$ cat config.mk
export PLATFORM = sky130hd
export DESIGN_NAME = mips_top
export DESIGN_NICKNAME = d
export VERILOG_FILES = /design/src/verilog/mips_pkg.sv /design/src/verilog/mips_regfile.sv /design/src/verilog/mips_alu.sv /design/src/verilog/mips_control.sv /design/src/verilog/mips_datapath.sv /design/src/verilog/mips_data_mem.sv /design/src/verilog/mips_top.sv
export VERILOG_INCLUDE_DIRS = /design/src /design/src/verilog
export SDC_FILE = /design/constraint.sdc
export NUM_CORES = 2
export LEC_CHECK = 0
export BUFFER_PORTS_ARGS = -buffer_cell sky130_fd_sc_hd__buf_4
export CAP_MARGIN = 15
export CORE_AREA = 2 2 762 764
export CTS_CLUSTER_DIAMETER = 100
export DETAILED_ROUTE_END_ITERATION = 10
export DIE_AREA = 0 0 764 766
export PLACE_DENSITY = 0.43
export SLEW_MARGIN = 20
export SYNTH_ARGS = -nofsm -noshare
export SYNTH_HDL_FRONTEND = slang
export SYNTH_SLANG_ARGS = --single-unit
export TNS_END_PERCENT = 20
$ cat constraint.sdc
create_clock -name clk -period 8.69 [get_ports clk]
set_input_delay 0.869 -clock clk [delete_from_list [all_inputs] [get_ports clk]]
set_output_delay 0.869 -clock clk [all_outputs]
set_load 0.1 [all_outputs]
$ cat src/verilog/mips_defs.svh
// Core widths, data RAM depth and output port address
`ifndef MIPS_DEFS_SVH
`define MIPS_DEFS_SVH

// Datapath word
`define MIPS_DATA_WIDTH 32

// Register index for 32 entries
`define MIPS_REG_ADDR_WIDTH 5

// Data RAM depth in words
`define MIPS_DMEM_WORDS 64

// Byte address of the output port above the RAM range
`define MIPS_IO_ADDR 32'd256

`endif

$ cat src/verilog/mips_pkg.sv
// Opcode, funct, ALU operation and control state types
package mips_pkg;

    // Instruction [31:26]
    typedef enum logic [5:0] {
        OP_RTYPE = 6'd0,
        OP_J     = 6'd2,
        OP_BEQ   = 6'd4,
        OP_ADDI  = 6'd8,
        OP_LW    = 6'd35,
        OP_SW    = 6'd43
    } opcode_t;

    // Instruction [5:0], R-type only
    typedef enum logic [5:0] {
        FN_ADD = 6'd32,
        FN_SUB = 6'd34,
        FN_AND = 6'd36,
        FN_OR  = 6'd37,
        FN_SLT = 6'd42
    } funct_t;

    typedef enum logic [2:0] {
        ALU_ADD,
        ALU_SUB,
        ALU_AND,
        ALU_OR,
        ALU_SLT // Signed compare
    } alu_op_t;

    // Multicycle sequence
    typedef enum logic [2:0] {
        S_FETCH,
        S_DECODE,
        S_EXECUTE,
        S_MEM_ACCESS,
        S_WRITEBACK
    } state_t;

endpackage

$ cat src/verilog/mips_regfile.sv
// Register file, 32 words, two async reads and one sync write
`timescale 1ns/1ps
`include "mips_defs.svh"

module mips_regfile (
    input  logic                            clk,
    input  logic                            rst_n,
    input  logic [`MIPS_REG_ADDR_WIDTH-1:0] read_reg1,  // rs
    input  logic [`MIPS_REG_ADDR_WIDTH-1:0] read_reg2,  // rt
    input  logic [`MIPS_REG_ADDR_WIDTH-1:0] write_reg,
    input  logic [`MIPS_DATA_WIDTH-1:0]     write_data,
    input  logic                            write_en,
    output logic [`MIPS_DATA_WIDTH-1:0]     read_data1,
    output logic [`MIPS_DATA_WIDTH-1:0]     read_data2
);

    localparam int NUM_REGS = 1 << `MIPS_REG_ADDR_WIDTH;

    logic [`MIPS_DATA_WIDTH-1:0] regs [NUM_REGS];

    always_ff @(posedge clk or negedge rst_n) begin
        if (!rst_n) begin
            for (int i = 0; i < NUM_REGS; i++) regs[i] <= '0;
        end else if (write_en && write_reg != '0) begin // $zero never written
            regs[write_reg] <= write_data;
        end
    end

    assign read_data1 = regs[read_reg1];
    assign read_data2 = regs[read_reg2];

endmodule

$ cat src/verilog/mips_alu.sv
// Combinational ALU with zero flag
`timescale 1ns/1ps
`include "mips_defs.svh"

module mips_alu import mips_pkg::*; (
    input  logic [`MIPS_DATA_WIDTH-1:0] src_a,
    input  logic [`MIPS_DATA_WIDTH-1:0] src_b,
    input  alu_op_t                     op,
    output logic [`MIPS_DATA_WIDTH-1:0] result,
    output logic                        zero
);

    always_comb begin
        case (op)
            ALU_ADD: result = src_a + src_b;
            ALU_SUB: result = src_a - src_b;
            ALU_AND: result = src_a & src_b;
            ALU_OR:  result = src_a | src_b;
            ALU_SLT: begin
                // Two's complement compare
                result = ($signed(src_a) < $signed(src_b)) ? `MIPS_DATA_WIDTH'(1) : '0;
            end
            default: result = '0;
        endcase
    end

    // beq taken when A - B is zero
    assign zero = (result == '0);

endmodule

$ cat src/verilog/mips_control.sv
// Multicycle control FSM with select and enable decode
`timescale 1ns/1ps

module mips_control import mips_pkg::*; (
    input  logic       clk,
    input  logic       rst_n,
    input  opcode_t    opcode,
    input  funct_t     funct,
    output logic       ir_write,
    output logic       pc_write,
    output logic       branch,
    output logic [1:0] pc_src,    // 0 ALU result, 1 ALU-out reg, 2 jump target
    output logic       alu_src_a, // 0 PC, 1 reg A
    output logic [1:0] alu_src_b, // 0 B, 1 const 4, 2 imm, 3 imm x4
    output alu_op_t    alu_op,
    output logic       reg_dst,   // 1 selects rd
    output logic       mem_to_reg,
    output logic       reg_write,
    output logic       mem_write
);

    state_t state, state_nxt;

    always_ff @(posedge clk or negedge rst_n) begin
        if (!rst_n) state <= S_FETCH;
        else        state <= state_nxt;
    end

    // Opcode steers the path out of decode, execute and mem_access
    always_comb begin
        state_nxt = S_FETCH;
        case (state)
            S_FETCH:  state_nxt = S_DECODE;
            S_DECODE: begin
                case (opcode)
                    OP_RTYPE, OP_ADDI, OP_LW, OP_SW, OP_BEQ, OP_J: state_nxt = S_EXECUTE;
                    default: state_nxt = S_FETCH; // Unknown opcode acts as no-op
                endcase
            end
            S_EXECUTE: begin
                case (opcode)
                    OP_RTYPE, OP_ADDI: state_nxt = S_WRITEBACK;
                    OP_LW, OP_SW:      state_nxt = S_MEM_ACCESS;
                    default:           state_nxt = S_FETCH; // beq and j done
                endcase
            end
            S_MEM_ACCESS: state_nxt = (opcode == OP_LW) ? S_WRITEBACK : S_FETCH;
            default:      state_nxt = S_FETCH;
        endcase
    end

    always_comb begin
        ir_write   = 1'b0;
        pc_write   = 1'b0;
        branch     = 1'b0;
        pc_src     = 2'd0;
        alu_src_a  = 1'b0;
        alu_src_b  = 2'd0;
        alu_op     = ALU_ADD;
        reg_dst    = 1'b0;
        mem_to_reg = 1'b0;
        reg_write  = 1'b0;
        mem_write  = 1'b0;
        case (state)
            S_FETCH: begin
                ir_write  = 1'b1;
                pc_write  = 1'b1;
                alu_src_b = 2'd1; // PC + 4
            end
            S_DECODE: alu_src_b = 2'd3; // Branch target into ALU-out
            S_EXECUTE: begin
                case (opcode)
                    OP_RTYPE: begin
                        alu_src_a = 1'b1;
                        case (funct)
                            FN_SUB:  alu_op = ALU_SUB;
                            FN_AND:  alu_op = ALU_AND;
                            FN_OR:   alu_op = ALU_OR;
                            FN_SLT:  alu_op = ALU_SLT;
                            default: alu_op = ALU_ADD;
                        endcase
                    end
                    OP_ADDI, OP_LW, OP_SW: begin
                        alu_src_a = 1'b1;
                        alu_src_b = 2'd2; // A + imm
                    end
                    OP_BEQ: begin
                        alu_src_a = 1'b1;
                        alu_op    = ALU_SUB; // Zero on equal
                        branch    = 1'b1;
                        pc_src    = 2'd1;
                    end
                    OP_J: begin
                        pc_write = 1'b1;
                        pc_src   = 2'd2;
                    end
                    default: ;
                endcase
            end
            S_MEM_ACCESS: mem_write = (opcode == OP_SW);
            S_WRITEBACK: begin
                reg_write  = 1'b1;
                reg_dst    = (opcode == OP_RTYPE);
                mem_to_reg = (opcode == OP_LW);
            end
            default: ;
        endcase
    end

endmodule

$ cat src/verilog/mips_datapath.sv
// Multicycle datapath with PC, IR, MDR, A/B and ALU-out registers and operand muxes
`timescale 1ns/1ps
`include "mips_defs.svh"

module mips_datapath import mips_pkg::*; (
    input  logic                        clk,
    input  logic                        rst_n,
    input  logic [`MIPS_DATA_WIDTH-1:0] instr_data, // From external ROM in the same cycle
    input  logic [`MIPS_DATA_WIDTH-1:0] mem_rdata,
    input  logic                        ir_write,
    input  logic                        pc_write,
    input  logic                        branch,
    input  logic [1:0]                  pc_src,
    input  logic                        alu_src_a,
    input  logic [1:0]                  alu_src_b,
    input  alu_op_t                     alu_op,
    input  logic                        reg_dst,
    input  logic                        mem_to_reg,
    input  logic                        reg_write,
    output opcode_t                     opcode,
    output funct_t                      funct,
    output logic [`MIPS_DATA_WIDTH-1:0] instr_addr,
    output logic [`MIPS_DATA_WIDTH-1:0] mem_addr,
    output logic [`MIPS_DATA_WIDTH-1:0] mem_wdata
);

    logic [`MIPS_DATA_WIDTH-1:0] pc, ir, mdr, reg_a, reg_b, alu_out;
    logic [`MIPS_DATA_WIDTH-1:0] rd_data1, rd_data2, wr_data;
    logic [`MIPS_DATA_WIDTH-1:0] src_a, src_b, alu_result, pc_next;
    logic [`MIPS_DATA_WIDTH-1:0] imm_ext, imm_x4, jump_addr;
    logic [`MIPS_REG_ADDR_WIDTH-1:0] wr_reg;
    logic zero;
    logic pc_en;

    // Instruction fields
    assign opcode    = opcode_t'(ir[31:26]);
    assign funct     = funct_t'(ir[5:0]);
    assign imm_ext   = {{(`MIPS_DATA_WIDTH-16){ir[15]}}, ir[15:0]};
    assign imm_x4    = {imm_ext[`MIPS_DATA_WIDTH-3:0], 2'b00};
    assign jump_addr = {pc[31:28], ir[25:0], 2'b00}; // PC already +4

    // Program counter and instruction register
    always_ff @(posedge clk or negedge rst_n) begin
        if (!rst_n) begin
            pc <= '0;
            ir <= '0;
        end else begin
            if (pc_en)    pc <= pc_next;
            if (ir_write) ir <= instr_data;
        end
    end

    // Staging registers load every cycle
    always_ff @(posedge clk) begin
        reg_a   <= rd_data1;
        reg_b   <= rd_data2;
        alu_out <= alu_result;
        mdr     <= mem_rdata;
    end

    assign wr_reg  = reg_dst ? ir[15:11] : ir[20:16];
    assign wr_data = mem_to_reg ? mdr : alu_out;

    mips_regfile rf0 (
        .clk        (clk),
        .rst_n      (rst_n),
        .read_reg1  (ir[25:21]),
        .read_reg2  (ir[20:16]),
        .write_reg  (wr_reg),
        .write_data (wr_data),
        .write_en   (reg_write),
        .read_data1 (rd_data1),
        .read_data2 (rd_data2)
    );

    assign src_a = alu_src_a ? reg_a : pc;

    always_comb begin
        case (alu_src_b)
            2'd0:    src_b = reg_b;
            2'd1:    src_b = `MIPS_DATA_WIDTH'(4); // Next sequential PC
            2'd2:    src_b = imm_ext;
            default: src_b = imm_x4;               // Branch offset
        endcase
    end

    mips_alu alu0 (
        .src_a  (src_a),
        .src_b  (src_b),
        .op     (alu_op),
        .result (alu_result),
        .zero   (zero)
    );

    always_comb begin
        case (pc_src)
            2'd1:    pc_next = alu_out;   // Target from decode
            2'd2:    pc_next = jump_addr;
            default: pc_next = alu_result;
        endcase
    end

    assign pc_en = pc_write | (branch & zero); // Branch condition lives here only

    assign instr_addr = pc;
    assign mem_addr   = alu_out;
    assign mem_wdata  = reg_b;

endmodule

$ cat src/verilog/mips_data_mem.sv
// Data RAM with output port decode and registered strobe
`timescale 1ns/1ps
`include "mips_defs.svh"

module mips_data_mem (
    input  logic                        clk,
    input  logic                        rst_n,
    input  logic                        mem_write,
    input  logic [`MIPS_DATA_WIDTH-1:0] mem_addr,  // Byte address
    input  logic [`MIPS_DATA_WIDTH-1:0] mem_wdata,
    output logic [`MIPS_DATA_WIDTH-1:0] mem_rdata,
    output logic                        io_we,
    output logic [7:0]                  io_data
);

    localparam int IDX_W = $clog2(`MIPS_DMEM_WORDS);

    logic [`MIPS_DATA_WIDTH-1:0] ram [`MIPS_DMEM_WORDS];
    logic [IDX_W-1:0] idx;
    logic is_io;

    assign idx   = mem_addr[IDX_W+1:2]; // Word index wraps at depth
    assign is_io = (mem_addr == `MIPS_IO_ADDR);

    always_ff @(posedge clk) begin
        if (mem_write && !is_io) ram[idx] <= mem_wdata;
    end

    assign mem_rdata = is_io ? '0 : ram[idx]; // Port reads back zero

    // One-cycle strobe after the store and data held until the next store
    always_ff @(posedge clk or negedge rst_n) begin
        if (!rst_n) begin
            io_we   <= 1'b0;
            io_data <= '0;
        end else begin
            io_we <= mem_write & is_io;
            if (mem_write && is_io) io_data <= mem_wdata[7:0];
        end
    end

endmodule

$ cat src/verilog/mips_top.sv
// Core top level: control FSM, datapath and data memory
`timescale 1ns/1ps
`include "mips_defs.svh"

module mips_top import mips_pkg::*; (
    input  logic                        clk,
    input  logic                        rst_n,
    input  logic [`MIPS_DATA_WIDTH-1:0] instr_data,
    output logic [`MIPS_DATA_WIDTH-1:0] instr_addr,
    output logic                        io_we,
    output logic [7:0]                  io_data
);

    logic ir_write, pc_write, branch, alu_src_a;
    logic reg_dst, mem_to_reg, reg_write, mem_write;
    logic [1:0] pc_src, alu_src_b;
    alu_op_t alu_op;
    opcode_t opcode;
    funct_t  funct;
    logic [`MIPS_DATA_WIDTH-1:0] mem_addr, mem_wdata, mem_rdata;

    mips_control ctrl0 (
        .clk        (clk),
        .rst_n      (rst_n),
        .opcode     (opcode),
        .funct      (funct),
        .ir_write   (ir_write),
        .pc_write   (pc_write),
        .branch     (branch),
        .pc_src     (pc_src),
        .alu_src_a  (alu_src_a),
        .alu_src_b  (alu_src_b),
        .alu_op     (alu_op),
        .reg_dst    (reg_dst),
        .mem_to_reg (mem_to_reg),
        .reg_write  (reg_write),
        .mem_write  (mem_write)
    );

    mips_datapath dp0 (
        .clk        (clk),
        .rst_n      (rst_n),
        .instr_data (instr_data),
        .mem_rdata  (mem_rdata),
        .ir_write   (ir_write),
        .pc_write   (pc_write),
        .branch     (branch),
        .pc_src     (pc_src),
        .alu_src_a  (alu_src_a),
        .alu_src_b  (alu_src_b),
        .alu_op     (alu_op),
        .reg_dst    (reg_dst),
        .mem_to_reg (mem_to_reg),
        .reg_write  (reg_write),
        .opcode     (opcode),
        .funct      (funct),
        .instr_addr (instr_addr),
        .mem_addr   (mem_addr),
        .mem_wdata  (mem_wdata)
    );

    mips_data_mem dmem0 (
        .clk       (clk),
        .rst_n     (rst_n),
        .mem_write (mem_write),
        .mem_addr  (mem_addr),
        .mem_wdata (mem_wdata),
        .mem_rdata (mem_rdata),
        .io_we     (io_we),
        .io_data   (io_data)
    );

endmodule

==> out/qor.yml <==
outcome: "complete, no violations"
grt_setup_unrepaired: "no"
yosysUniqueCellTypes: 102
critPathSlowestCell: "dfrtp_1"
cts.sinks: 3276
die_h_um: 766
netlist.area_leader.share_pct: 44.5
multi_input_area_um2: 44200
power.density_nw_per_um2: 299
relSlewSlack_pct: 11.5
wl_um: 530000
async_flop_share_pct: 33.6
p_leak_uw: 0.0604
root_buffer: "clkbuf_16"
die-area_um2: 585000
setup_tns_ps: 0
route.detailed.drc: 0
cts_buffer_depth: 4
nFillCells: 57800
hold_viol: 0
htreeDepth: 5
finalCritPeriodShare_pct: 88.2
critPathBufInv: 3
clkTransAtPathRegs_ps: 60
fin_cells: 17600
grt_max_degree: 167
synth-seq-cells: 3276
antenna_found_initial: 41
synth_fp_nets: 9697
arrival_ps: 8500
dr.first_iter.drc_count: 9563
crit_start: "dp0.ir[29]"
nets: 9603
die_w_um: 764
synth.most_common_cell: "edfxtp_1"
worst-setup-path-type: "reg -> reg"
io_buffers: 74
vdd.ir_drop.worst_uv: 448
syn_inst: 9557
synth_area_leaders: "edfxtp_1 44%, dfrtp_1 20%, mux4_2 10%, a22oi_1 3.9%, a21oi_1 2.3%"
ys_warn_count: 0
endpoint_kind: "register"
worst_pin_slew_ps: 1330
ctsResizeCount: 0
yosysSeqAreaShare_pct: 66.2
gp_congestion: 0.832
hp-start: "instr_data[4]"
min_period_ps: 7660
synth_area_um2: 138000
vias_per_cell: 5.07
synthTopCellsByCount: "2,048 x edfxtp_1, 1,100 x dfrtp_1, 720 x a22oi_1"
dp_hpwl_um: 308000
synth-edff-count: 2048
drive_above_1_share_pct: 19.7
cp.required_ps: 9530
rows: 279
maxSlewViolCount: 0
cp-start-kind: "register"
gr-usage-all-layers_pct: 17.5
dr.pass1.iters: 8
cts_tree: "done"
timing.rr.start: "dp0.ir[29]"
cap_violations: 0
crit_family: "simple AND/OR/NAND/NOR gates"
dpl.cell_count: 16800
synth_top_cell_by_area: "edfxtp_1"
ff2ff_setup_slack_ps: 1030
area_growth_pct: 16.4
path_cells: "nor4_4 -> nor2b_1 -> or3_2 -> buf_4 -> mux2_2 -> inv_1 -> ha_1 -> inv_1 -> fa_1 -> nor2b_1 -> o311ai_1 -> a21oi_1 -> or4_1 -> a21boi_1 -> nor2_1 -> o32a_1 -> nor4_1 -> nand4b_1 -> or4_4 -> nand2_8 -> mux2_2"
worst_hold_path_type: "in -> reg"
ys.flop_type: "edfxtp_1"
cts-buffers-inserted: 345
post-cts-setup-buffers: 0
critical_path.max_fanout: 32
grt_pass1_wl_um: 732000
critPathMaxStageDelay_ps: 630
regToRegEndpoint: "dp0.instr_addr[2]"
num_vias: 89000
min_path_cells: 3
io_pins: 75
grt_remaining_overflow: 0
clk_latency_ps: 1010
core_um2: 576000
fmax_mhz: 131
ant_nets: 0
grt_pass1_vias: 88700
min_to: "dp0.ir[4]"
ff_latch_area_um2: 91700
wl_per_cell_um: 30.2
finalSetupViolCount: 0
finClkSkew_ps: 79.5
start_util_pct: 24.0
avgSynthCellArea_um2: 14.5
reg2reg_depth: 21
-- cells by family (layout without fill, tap and decap cells) --
| family | after synthesis | count (layout) | share of synthesized area [%] |
|---|---|---|---|
| other cells | 0 | 75 | 0 |
| compound gates | 2676 | 2676 | 12.6 |
| mux | 841 | 841 | 12.1 |
| flops | 3276 | 3276 | 66.2 |
| simple gates | 1703 | 1703 | 5.32 |
| xor+xnor | 15 | 15 | 0.0950 |
| buf+inv | 940 | 1132 | 2.64 |
| fa+ha+maj | 106 | 106 | 0.970 |
-- layout make-up --
class / count / share of cell area, %
sequential: 3276 / 57.0
multi-input combinational: 5341 / 27.5
tap: 7727 / 6.01
clock buffer: 460 / 5.85
timing repair buffer: 383 / 1.99
clock inverter: 173 / 1.32
inverter: 116 / 0.271
antenna: 75 / 0.117
-- flip-flops by register name (all words and copies together) (netlist names) --
register and count:
dp0.mdr 32, dp0.rf0.regs 1024, ctrl0.state 3, dmem0.io_we 1
dp0.reg_a 32, dp0.mem_wdata 32, dmem0.io_data 8, dp0.instr_addr 32
dmem0.ram 2048, dp0.ir 32, dp0.mem_addr 32
-- power by group --
group	switching, µW	total [µW]	internal, µW	leakage [µW]
logic	10600	14900	4280	0.0152
registers	1050	17900	16900	0.0396
clock network	6470	15300	8840	0.00563
-- metal layers --
metal	share of wire (%)	track usage, %	vias up
met2	46	28.0	3491
met4	4.1	6.47	14
li1	-	-	37300
met1	43	23.7	47500
met3	6.9	3.11	776
met5	0.017	0	-
-- stage by stage --
step	instance area [µm²]	setup WS [ps]	utilization, %	hold WS, ps	power, µW
2_1_floorplan	138000	2590	-	441	26700
3_3_place_gp	149000	1130	25.9	376	33100
3_5_place_dp	149000	1120	25.9	384	33100
4_1_cts	161000	1080	27.9	39.8	48400
5_1_grt	161000	695	27.9	73.1	49900
6_report	161000	1030	27.9	110	48100
-- worst max-delay path by stage --
stage	to	depth (start not counted)	slack, ps
final	dp0.instr_addr[2]	21	1030
after CTS	dp0.instr_addr[0]	21	1080
after global routing	dp0.instr_addr[2]	21	700
after floorplan	dp0.instr_addr[10]	24	2590
after detailed placement	dp0.instr_addr[2]	21	1120
after global placement	dp0.instr_addr[3]	21	1130
-- what timing repair did --
item	4_1_cts	5_1_grt
endpoints found under the setup margin	0	0
endpoints found under the hold margin	64	0
hold buffers	1	0
-- layout by cell type (no fill, tap or decap), drive strengths merged, types with 75 or more instances in the layout --
master	count
a221oi	189
mux4	640
buf	382
a22o	192
inv	127
o21ai	590
a31oi	171
nor2	682
ha	104
clkbuf	460
clkinv	117
a22oi	720
a21oi	632
nand2	658
edfxtp	2048
dfxtp	128
diode	75
nand4	114
mux2	162
dfrtp	1100
-- worst register-to-register path: cells and delay by family, from the launching register on --
family                     cells  cell delay [ps]
buffers and inverters          3              460
and+or+nand+nor               10             3300
DFF                            1              630
muxes                          2              840
AOI/OAI and AO/OA              4             1660
adders and majority gates      2              650
(Power assumes the default switching activity.)
